File: src/include/wisc_cfg.svh
// Widths, opcode constants and forwarding codes for the execute slice, included by RTL and testbench
`ifndef WISC_CFG_SVH
`define WISC_CFG_SVH

// Datapath widths
`define WORD_WIDTH      16
`define REG_IDX_WIDTH   3

// Full 5-bit opcodes with special execute handling
`define OP_SLBI         5'b10010
`define OP_LBI          5'b11000
`define OP_BTR          5'b11001
`define OP_JAL          5'b00110
`define OP_JALR         5'b00111

// Opcode classes, matched on the top three opcode bits
`define OP_BRANCH_CLASS 3'b011
`define OP_SET_CLASS    3'b111

// Operand source selects from the forwarding unit
`define FWD_REG         2'd0
`define FWD_MEMWB_ALU   2'd1
`define FWD_EXMEM_ALU   2'd2
`define FWD_MEMWB_DATA  2'd3

`endif

File: src/hw/wiscPkg.sv
// Vector types shared by the execute slice RTL and its testbench, used through import wiscPkg::*
`include "wisc_cfg.svh"

package wiscPkg;

    // Data word and register number
    typedef logic [`WORD_WIDTH-1:0]    word_t;
    typedef logic [`REG_IDX_WIDTH-1:0] regIdx_t;

    // Decoded instruction opcode
    typedef logic [4:0] aluOp_t;

    // ALU operation select
    typedef logic [2:0] aluCtl_t;

    // Forwarding mux select, see FWD_* codes
    typedef logic [1:0] fwdSel_t;

    // ALU operation codes
    localparam aluCtl_t ALU_ROL = 3'b000;   // Rotate left
    localparam aluCtl_t ALU_SHL = 3'b001;   // Shift left
    localparam aluCtl_t ALU_ROR = 3'b010;   // Rotate right
    localparam aluCtl_t ALU_SRL = 3'b011;   // Shift right logical
    localparam aluCtl_t ALU_ADD = 3'b100;
    localparam aluCtl_t ALU_AND = 3'b101;
    localparam aluCtl_t ALU_OR  = 3'b110;
    localparam aluCtl_t ALU_XOR = 3'b111;

endpackage

File: src/hw/alu.sv
// 16-bit ALU for the execute stage, instantiated once inside execute
`timescale 1ns/10ps

module alu
    import wiscPkg::*;
(
    input  word_t   inA,
    input  word_t   inB,
    input  logic    cIn,
    input  logic    invA,
    input  logic    invB,
    input  logic    sign,
    input  aluCtl_t oper,
    output word_t   out,
    output logic    zero,
    output logic    ofl,
    output logic    ltz
);

    localparam int W = $bits(word_t);

    word_t            opA;
    word_t            opB;
    word_t            addRes;
    logic             addCarry;
    logic             signedOfl;
    logic [3:0]       shAmt;
    logic [2*W-1:0]   rolWide;
    logic [2*W-1:0]   rorWide;

    // Optional inversion ahead of every operation
    assign opA = invA ? ~inA : inA;
    assign opB = invB ? ~inB : inB;

    assign shAmt = opB[3:0];   // Shift amount after inversion

    // Adder with carry in, carry out kept for unsigned overflow
    assign {addCarry, addRes} = opA + opB + cIn;

    // Same-sign operands giving a result of the other sign
    assign signedOfl = (opA[W-1] == opB[W-1]) && (addRes[W-1] != opA[W-1]);

    // Rotates from a doubled word, the wanted half is picked below
    assign rolWide = {opA, opA} << shAmt;
    assign rorWide = {opA, opA} >> shAmt;

    always_comb begin
        case (oper)
            ALU_ROL: out = rolWide[2*W-1:W];
            ALU_SHL: out = opA << shAmt;
            ALU_ROR: out = rorWide[W-1:0];
            ALU_SRL: out = opA >> shAmt;
            ALU_ADD: out = addRes;
            ALU_AND: out = opA & opB;
            ALU_OR:  out = opA | opB;
            ALU_XOR: out = opA ^ opB;
            default: out = addRes;
        endcase
    end

    assign zero = (out == '0);

    // Overflow only means something for the adder
    always_comb begin
        if (oper == ALU_ADD) begin
            ofl = sign ? signedOfl : addCarry;
        end else begin
            ofl = 1'b0;
        end
    end

    // True sign of the sum, corrected when it wrapped
    assign ltz = addRes[W-1] ^ signedOfl;

endmodule

File: src/hw/forwardUnit.sv
// Forwarding unit choosing each execute operand source from the register file or a later stage
`timescale 1ns/10ps
`include "wisc_cfg.svh"

module forwardUnit
    import wiscPkg::*;
(
    input  regIdx_t idExRs,
    input  regIdx_t idExRt,
    input  regIdx_t exMemRd,
    input  regIdx_t memWbRd,
    input  logic    exMemRegWrite,
    input  logic    exMemMemRead,
    input  logic    memWbRegWrite,
    input  logic    memWbMemRead,
    output fwdSel_t forwardA,
    output fwdSel_t forwardB
);

    // Priority select for one source register
    function automatic fwdSel_t pickFwd(
        input regIdx_t srcReg,
        input regIdx_t exRd,
        input logic    exWr,
        input logic    exLoad,
        input regIdx_t wbRd,
        input logic    wbWr,
        input logic    wbLoad
    );
        fwdSel_t sel;
        sel = `FWD_REG;
        if (exWr && !exLoad && (exRd == srcReg)) begin
            sel = `FWD_EXMEM_ALU;   // Youngest result wins
        end else if (wbWr && (wbRd == srcReg)) begin
            sel = wbLoad ? `FWD_MEMWB_DATA : `FWD_MEMWB_ALU;
        end
        // Load still in EX/MEM lands here, no stall in this slice
        return sel;
    endfunction

    assign forwardA = pickFwd(idExRs, exMemRd, exMemRegWrite, exMemMemRead,
                              memWbRd, memWbRegWrite, memWbMemRead);
    assign forwardB = pickFwd(idExRt, exMemRd, exMemRegWrite, exMemMemRead,
                              memWbRd, memWbRegWrite, memWbMemRead);

endmodule

File: src/hw/execute.sv
// Execute stage with operand forwarding, special operand handling, ALU and result selection
`timescale 1ns/10ps
`include "wisc_cfg.svh"

module execute
    import wiscPkg::*;
(
    input  word_t   readData1,
    input  word_t   readData2,
    input  word_t   immVal,
    input  word_t   pc,
    input  word_t   aluResExMem,
    input  word_t   aluResMemWb,
    input  word_t   memDataMemWb,
    input  aluCtl_t aluControl,
    input  logic    aluSrc,
    input  logic    invA,
    input  logic    invB,
    input  logic    cIn,
    input  logic    sign,
    input  aluOp_t  aluOp,
    input  fwdSel_t forwardA,
    input  fwdSel_t forwardB,
    output word_t   aluRes,
    output word_t   memWriteData,
    output logic    zero,
    output logic    ltz
);

    word_t readData1f;
    word_t readData2f;
    word_t aluInA;
    word_t aluInB;
    word_t aluOut;
    word_t setWord;
    word_t btrOut;
    logic  aluOfl;
    logic  setFlag;
    logic  isSlbi;
    logic  isLbi;
    logic  isBranch;
    logic  isSet;
    logic  isBtr;
    logic  isJmpLnk;

    // One forwarding mux, used for both register operands
    function automatic word_t fwdMux(
        input fwdSel_t sel,
        input word_t   regVal,
        input word_t   exMemVal,
        input word_t   memWbVal,
        input word_t   memWbData
    );
        case (sel)
            `FWD_MEMWB_ALU:  return memWbVal;
            `FWD_EXMEM_ALU:  return exMemVal;
            `FWD_MEMWB_DATA: return memWbData;
            default:         return regVal;
        endcase
    endfunction

    assign readData1f = fwdMux(forwardA, readData1, aluResExMem, aluResMemWb, memDataMemWb);
    assign readData2f = fwdMux(forwardB, readData2, aluResExMem, aluResMemWb, memDataMemWb);

    // Opcode decode for the special cases
    assign isSlbi   = (aluOp == `OP_SLBI);
    assign isLbi    = (aluOp == `OP_LBI);
    assign isBtr    = (aluOp == `OP_BTR);
    assign isJmpLnk = (aluOp == `OP_JAL) || (aluOp == `OP_JALR);
    assign isBranch = (aluOp[4:2] == `OP_BRANCH_CLASS);
    assign isSet    = (aluOp[4:2] == `OP_SET_CLASS);

    // LBI adds the immediate to zero, SLBI to rs shifted up a byte
    assign aluInA = isLbi ? '0 : (isSlbi ? (readData1f << 8) : readData1f);

    // Branches test rs against zero
    assign aluInB = isBranch ? '0 : (aluSrc ? immVal : readData2f);

    assign memWriteData = readData2f;   // Store data follows rt forwarding

    alu aluInst (
        .inA  (aluInA),
        .inB  (aluInB),
        .cIn  (cIn),
        .invA (invA),
        .invB (invB),
        .sign (sign),
        .oper (aluControl),
        .out  (aluOut),
        .zero (zero),
        .ofl  (aluOfl),
        .ltz  (ltz)
    );

    // Set instructions: seq, slt, sle, sco
    always_comb begin
        case (aluOp[1:0])
            2'b00:   setFlag = zero;
            2'b01:   setFlag = ltz;
            2'b10:   setFlag = zero | ltz;
            default: setFlag = aluOfl;
        endcase
    end

    assign setWord = {{(`WORD_WIDTH-1){1'b0}}, setFlag};

    always_comb begin
        for (int i = 0; i < `WORD_WIDTH; i++) begin
            btrOut[i] = readData1f[`WORD_WIDTH-1-i];
        end
    end

    // Later checks override earlier ones
    always_comb begin
        aluRes = aluOut;
        if (isSet) aluRes = setWord;
        if (isBtr) aluRes = btrOut;
        if (isJmpLnk) aluRes = pc;   // Link value for jal and jalr
    end

endmodule

File: src/hw/exMemReg.sv
// EX/MEM pipeline register carrying the execute result and memory controls to the next stage
`timescale 1ns/10ps

module exMemReg
    import wiscPkg::*;
(
    input  logic    clk,
    input  logic    rst,
    input  word_t   aluRes,
    input  word_t   memWriteData,
    input  regIdx_t rd,
    input  logic    regWrite,
    input  logic    memRead,
    input  logic    memWrite,
    output word_t   exMemAluRes,
    output word_t   exMemWriteData,
    output regIdx_t exMemRd,
    output logic    exMemRegWrite,
    output logic    exMemMemRead,
    output logic    exMemMemWrite
);

    // All fields cleared on reset so the first cycles carry a bubble
    always_ff @(posedge clk) begin
        if (rst) begin
            exMemAluRes    <= '0;
            exMemWriteData <= '0;
            exMemRd        <= '0;
            exMemRegWrite  <= 1'b0;
            exMemMemRead   <= 1'b0;
            exMemMemWrite  <= 1'b0;
        end else begin
            exMemAluRes    <= aluRes;
            exMemWriteData <= memWriteData;
            exMemRd        <= rd;
            exMemRegWrite  <= regWrite;
            exMemMemRead   <= memRead;
            exMemMemWrite  <= memWrite;
        end
    end

endmodule

File: src/hw/exSlice.sv
// Top of the execute slice joining forwarding, execute and the EX/MEM register
`timescale 1ns/10ps

module exSlice
    import wiscPkg::*;
(
    input  logic    clk,
    input  logic    rst,
    input  word_t   readData1,
    input  word_t   readData2,
    input  word_t   immVal,
    input  word_t   pc,
    input  word_t   aluResMemWb,
    input  word_t   memDataMemWb,
    input  aluCtl_t aluControl,
    input  logic    aluSrc,
    input  logic    invA,
    input  logic    invB,
    input  logic    cIn,
    input  logic    sign,
    input  logic    regWrite,
    input  logic    memRead,
    input  logic    memWrite,
    input  aluOp_t  aluOp,
    input  regIdx_t idExRs,
    input  regIdx_t idExRt,
    input  regIdx_t idExRd,
    input  regIdx_t memWbRd,
    input  logic    memWbRegWrite,
    input  logic    memWbMemRead,
    output logic    zero,
    output logic    ltz,
    output word_t   exMemAluRes,
    output word_t   exMemWriteData,
    output regIdx_t exMemRd,
    output logic    exMemRegWrite,
    output logic    exMemMemRead,
    output logic    exMemMemWrite
);

    fwdSel_t forwardA;
    fwdSel_t forwardB;
    word_t   aluRes;
    word_t   memWriteData;

    forwardUnit fwdInst (
        .idExRs(idExRs), .idExRt(idExRt), .exMemRd(exMemRd), .memWbRd(memWbRd),
        .exMemRegWrite(exMemRegWrite), .exMemMemRead(exMemMemRead),
        .memWbRegWrite(memWbRegWrite), .memWbMemRead(memWbMemRead),
        .forwardA(forwardA), .forwardB(forwardB)
    );

    execute exInst (
        .readData1(readData1), .readData2(readData2), .immVal(immVal), .pc(pc),
        .aluResExMem(exMemAluRes), .aluResMemWb(aluResMemWb), .memDataMemWb(memDataMemWb),
        .aluControl(aluControl), .aluSrc(aluSrc), .invA(invA), .invB(invB), .cIn(cIn),
        .sign(sign), .aluOp(aluOp), .forwardA(forwardA), .forwardB(forwardB),
        .aluRes(aluRes), .memWriteData(memWriteData), .zero(zero), .ltz(ltz)
    );

    exMemReg pipeInst (
        .clk(clk), .rst(rst), .aluRes(aluRes), .memWriteData(memWriteData), .rd(idExRd),
        .regWrite(regWrite), .memRead(memRead), .memWrite(memWrite),
        .exMemAluRes(exMemAluRes), .exMemWriteData(exMemWriteData), .exMemRd(exMemRd),
        .exMemRegWrite(exMemRegWrite), .exMemMemRead(exMemMemRead),
        .exMemMemWrite(exMemMemWrite)
    );

endmodule

File: config.mk
export PLATFORM = sky130hd
export DESIGN_NAME = exSlice
export DESIGN_NICKNAME = d
export VERILOG_FILES = /design/src/hw/wiscPkg.sv /design/src/hw/alu.sv /design/src/hw/forwardUnit.sv /design/src/hw/execute.sv /design/src/hw/exMemReg.sv /design/src/hw/exSlice.sv
export VERILOG_INCLUDE_DIRS = /design/src /design/src/include
export SDC_FILE = /design/constraint.sdc
export NUM_CORES = 1
export LEC_CHECK = 0
export CORE_UTILIZATION = 55
export DETAILED_ROUTE_END_ITERATION = 8
export DONT_BUFFER_PORTS = 1
export PLACE_DENSITY = 0.68
export SLEW_MARGIN = 20
export SYNTH_ARGS = -nofsm -noshare
export SYNTH_HDL_FRONTEND = slang
export SYNTH_HIERARCHICAL = 1
export SYNTH_SLANG_ARGS = --single-unit
File: constraint.sdc
create_clock -name clk -period 7.48 [get_ports clk]
set_clock_uncertainty 0.1 [all_clocks]
set_input_delay 0.374 -clock clk [delete_from_list [all_inputs] [get_ports clk]]
set_output_delay 0.374 -clock clk [all_outputs]
set_load 0.02 [all_outputs]
==> impl_metrics.yaml <==
yosys:
  avgSynthCellArea_um2: 7.775
  synth-seq-cells: 38
  dominantRegCellSynth: "sky130_fd_sc_hd__dfxtp_1"
  yosys-top-cells-area: "sky130_fd_sc_hd__mux4_2, sky130_fd_sc_hd__dfxtp_1, sky130_fd_sc_hd__ha_1"
  synth_area_um2: 7192
  syn_nets: 1088
  synth-seq-area-share_pct: 10.58
  yosysUniqueCellTypes: 76
  synth.yosys.warnings: 6
  ys_async_sr_fraction_pct: 0
  synth.largest_area_cell: "sky130_fd_sc_hd__mux4_2"
  synth-edff-count: 0
  yosys.area.top_type_share_pct: 10.96
  syn-instance-count: 925
global_route:
  grt_pass1_wl_um: 43280
  largest_net_degree_at_the_start_of_global_routing: 45
  first_global_vias: 7478
  number_of_antenna_violations_at_the_first_check_in_global_routing: 3
  global_route_total_usage_across_every_layer_pct: 43.17
  globalRouteOverflowTotal: 0
power:
  p_total_mw: 1.477
  power.share.combinational_pct: 66.9
  pwr_density_cell_nw_per_um2: 200.7
  power_frac_seq_pct: 18.3
  pleak_nw: 3.003
  worst_vdd_ir_uv: 241.0
  switching_power_mw: 0.7466
  internal-power_mw: 0.7303
  share_of_total_power_consumed_by_net_switching_pct: 50.55
  power_frac_clock_pct: 14.8
placement:
  gp_congestion: 1.064
  buffer_ports.inserted: 0
  preCtsSetupSlack_ps: 548.2
  place_hpwl_um: 23530
  dp_cells: 1044
clock_network:
  clock_tree.buffer_depth: 2
  ctsResizeCount: 0
  cts-htree-levels: 2
  clk_pin_slew_ps: 60
  post_cts_hold_buffer_count: 0
  cts_made_buffers: 5
  clock_sinks: 38
  clock_latency_ps: 290
  tritoncts: "built"
  cts_root_buf: "sky130_fd_sc_hd__clkbuf_16"
  cts_setup_buffers: 0
worst_setup_path:
  reg2reg_depth: 25
  critical_path.top_delay_family: "simple AND/OR/NAND/NOR gates"
  path_max_fanout: 6
  worst_path_max_delay_cell: "sky130_fd_sc_hd__mux4_2"
  critical_path.cell_chain: "xor2_1, nor4_2, nor4b_4, mux4_2, mux2i_1, nor2_1, xor2_2, fa_1, inv_1, fa_1, nand2b_1, a21oi_1, o21a_1, or3_1, a32o_1, a221o_1, a211o_1, or4_1, or4_1, nor4_1, buf_4"
  required_time_of_the_critical_path_ps: 7010
  rrSetupSlack_ps: 410
  cp_num_buf_inv: 2
  setup.worst_path.end_class: "output port"
  worstSetupPathType: "reg -> out"
  worst_setup_path_start_kind: "register"
  timing.critical_path.slowest_cell_delay_ps: 580
  worst_r2r_startpoint: "pipeInst/exMemRd[1]$_SDFF_PP0_"
  timing.critical_path.arrival_ps: 6660
  timing.critical_path.from: "pipeInst/exMemRd[1]$_SDFF_PP0_"
  worstReg2RegEnd: "pipeInst/exMemAluRes[0]$_SDFF_PP0_"
floorplan:
  chipWidth_um: 116.4
  initial_util_pct: 56.76
  floorplan.core_area_um2: 12670
  placement_rows: 41
  dieArea_um2: 13540
  die_h_um: 116.4
  ios: 168
sta:
  timing.final.ws_setup_ps: 342.4
  timing_max_transition_violations_final: 0
  final_hold_viol_count: 0
  finalSetupViolations: 0
  grt_setup_unrepaired: "no"
  tcrit_tclk_final_pct: 95.42
  fin_crit_ps: 7138
  slew-limit-headroom_pct: 30.23
  maxClockFrequency_ghz: 0.1401
  timing.setup.tns_ps: 0
  tightest_slew_ps: 1044
drt:
  totalWireLength_um: 29590
  detail_route.drc_violations: 0
  drt_iter0_markers: 1233
  routed_vias: 7881
  route.antenna.remaining_nets: 0
  number_of_optimization_iterations_in_the_first_detailed_route_pass: 8
  detail_route.vias_per_cell: 7.477
  avgRoutedWirePerCell_um: 28.07
hold_path:
  min_path_type: "in -> reg"
  holdCritStartpoint: "rst"
  end_of_the_worst_hold_path: "pipeInst/exMemWriteData[2]$_SDFF_PP0_"
  hold-path-cell-count: 1
layout:
  filler_cell_count: 1171
  stdcell_count: 1054
  layout-area-overhead-vs-synth_pct: 2.297
  fin_nets: 1042
  layout_common_cells: "sky130_fd_sc_hd__nand2_1, sky130_fd_sc_hd__nor2_1, sky130_fd_sc_hd__a21oi_1"
  layout_commonest_cell: "sky130_fd_sc_hd__nand2_1"
  final_layout_size_suffix_gt1_share_pct: 12.50
  finish.utilization_pct: 58.06
job:
  max_cap_violations: 0
run_status:
  outcome: "finished clean"
## per-layer routing
metal / global-route usage (%) / up-vias / part of all wire [%]
li1: - / 3330 / -
met3: 8.926 / 177 / 12
met1: 49.82 / 3667 / 34
met4: 33.25 / 0 / 8.7
met2: 70.26 / 707 / 46
met5: 0 / - / 0
## final cells by class
| cell class | count | area, µm² | area share, % |
|---|---|---|---|
| inverters | 42 | 157.7 | 2.143 |
| multi-input cells | 779 | 5969 | 81.14 |
| clock buffers | 6 | 138.9 | 1.888 |
| repair buffers | 13 | 97.59 | 1.327 |
| flip-flops and latches | 38 | 760.7 | 10.34 |
| well taps | 172 | 215.2 | 2.925 |
| clock inverters | 2 | 12.51 | 0.1701 |
| diodes | 2 | 5.005 | 0.06803 |
## worst max-delay path by stage
stage,end,slack [ps],cells past startpoint
6_report,zero,340,21
4_1_cts,zero,460,21
5_1_grt,zero,110,21
2_1_floorplan,pipeInst/exMemAluRes[0]$_SDFF_PP0_,170,27
3_3_place_gp,pipeInst/exMemAluRes[0]$_SDFF_PP0_,890,23
3_5_place_dp,pipeInst/exMemAluRes[0]$_SDFF_PP0_,550,25
## registers in the layout, summed over array words and instances, names as in the netlist
signal,flops
pipeInst/exMemRegWrite,1
pipeInst/exMemMemWrite,1
pipeInst/exMemMemRead,1
pipeInst/exMemRd,3
pipeInst/exMemWriteData,16
pipeInst/exMemAluRes,16
## worst reg2reg max path: stages, from the launching register on
cell                       delay [ps]
sky130_fd_sc_hd__dfxtp_1          490
sky130_fd_sc_hd__xor2_1           310
sky130_fd_sc_hd__nor4_2           110
sky130_fd_sc_hd__nor4b_4          460
sky130_fd_sc_hd__mux4_2           580
sky130_fd_sc_hd__mux2i_1          150
sky130_fd_sc_hd__nor2_1           140
sky130_fd_sc_hd__xor2_2           230
sky130_fd_sc_hd__fa_1             470
sky130_fd_sc_hd__inv_1             90
sky130_fd_sc_hd__fa_1             190
sky130_fd_sc_hd__nand2b_1         150
sky130_fd_sc_hd__a21oi_1          120
sky130_fd_sc_hd__o21a_1           210
sky130_fd_sc_hd__or3_1            320
sky130_fd_sc_hd__a32o_1           270
sky130_fd_sc_hd__a221o_1          270
sky130_fd_sc_hd__a211o_1          330
sky130_fd_sc_hd__or4_1            530
sky130_fd_sc_hd__or4_1            400
sky130_fd_sc_hd__nor4_1           320
sky130_fd_sc_hd__inv_1             70
sky130_fd_sc_hd__o21ai_0          160
sky130_fd_sc_hd__a211oi_1          70
sky130_fd_sc_hd__o31ai_1          270
sky130_fd_sc_hd__nor2b_4          200
## through the flow
step | area (µm²) | hold slack, ps
finish | 7357 | 54.63
global route | 7357 | 48.16
CTS | 7352 | 50.82
detailed placement | 7201 | 348.6
global placement | 7201 | 348.2
floorplan | 7192 | 399.2
## cell usage after synthesis (8+ instances only)
| master | number |
|---|---|
| sky130_fd_sc_hd__ha_1 | 33 |
| sky130_fd_sc_hd__a22oi_1 | 8 |
| sky130_fd_sc_hd__o21ai_0 | 59 |
| sky130_fd_sc_hd__a31oi_1 | 23 |
| sky130_fd_sc_hd__o21ai_1 | 10 |
| sky130_fd_sc_hd__buf_2 | 15 |
| sky130_fd_sc_hd__or2_2 | 14 |
| sky130_fd_sc_hd__dfxtp_1 | 38 |
| sky130_fd_sc_hd__nor2_1 | 78 |
| sky130_fd_sc_hd__xnor2_1 | 16 |
| sky130_fd_sc_hd__and3_1 | 15 |
| sky130_fd_sc_hd__a22o_1 | 22 |
| sky130_fd_sc_hd__inv_1 | 40 |
| sky130_fd_sc_hd__nand2_1 | 82 |
| sky130_fd_sc_hd__o211ai_1 | 8 |
| sky130_fd_sc_hd__nor3_1 | 12 |
| sky130_fd_sc_hd__a21oi_1 | 61 |
| sky130_fd_sc_hd__a211oi_1 | 9 |
| sky130_fd_sc_hd__o22ai_1 | 19 |
| sky130_fd_sc_hd__nor2b_4 | 20 |
| sky130_fd_sc_hd__nand2b_1 | 36 |
| sky130_fd_sc_hd__mux4_2 | 35 |
| sky130_fd_sc_hd__nand3_1 | 12 |
| sky130_fd_sc_hd__mux2i_1 | 31 |
| sky130_fd_sc_hd__clkbuf_1 | 39 |
| sky130_fd_sc_hd__xor2_1 | 33 |
| sky130_fd_sc_hd__and2_1 | 10 |
| sky130_fd_sc_hd__nor2b_1 | 17 |
## power by group through the flow
| stage | logic [mW] | clock network [mW] | registers [mW] |
|---|---|---|---|
| 4_1_cts | 0.937 | 0.219 | 0.269 |
| 5_1_grt | 1.03 | 0.225 | 0.272 |
| 3_5_place_dp | 0.932 | 0 | 0.274 |
| 6_report | 0.989 | 0.219 | 0.270 |
| 2_1_floorplan | 0.695 | 0 | 0.266 |
| 3_3_place_gp | 0.917 | 0 | 0.272 |
## kinds of logic (layout without fill, tap and decap cells)
logic type / after synthesis / in the layout / synth area share [%]
AOI/OAI and AO/OA: 279 / 279 / 25.24
adders and majority gates: 35 / 35 / 6.298
and+or+nand+nor: 338 / 338 / 26.46
xor gates and xnor gates: 49 / 49 / 5.967
DFF: 38 / 38 / 10.58
muxes: 78 / 78 / 18.62
buffers and inverters: 108 / 63 / 6.837
other: 0 / 2 / 0
Power figures use the tool's default switching activity.
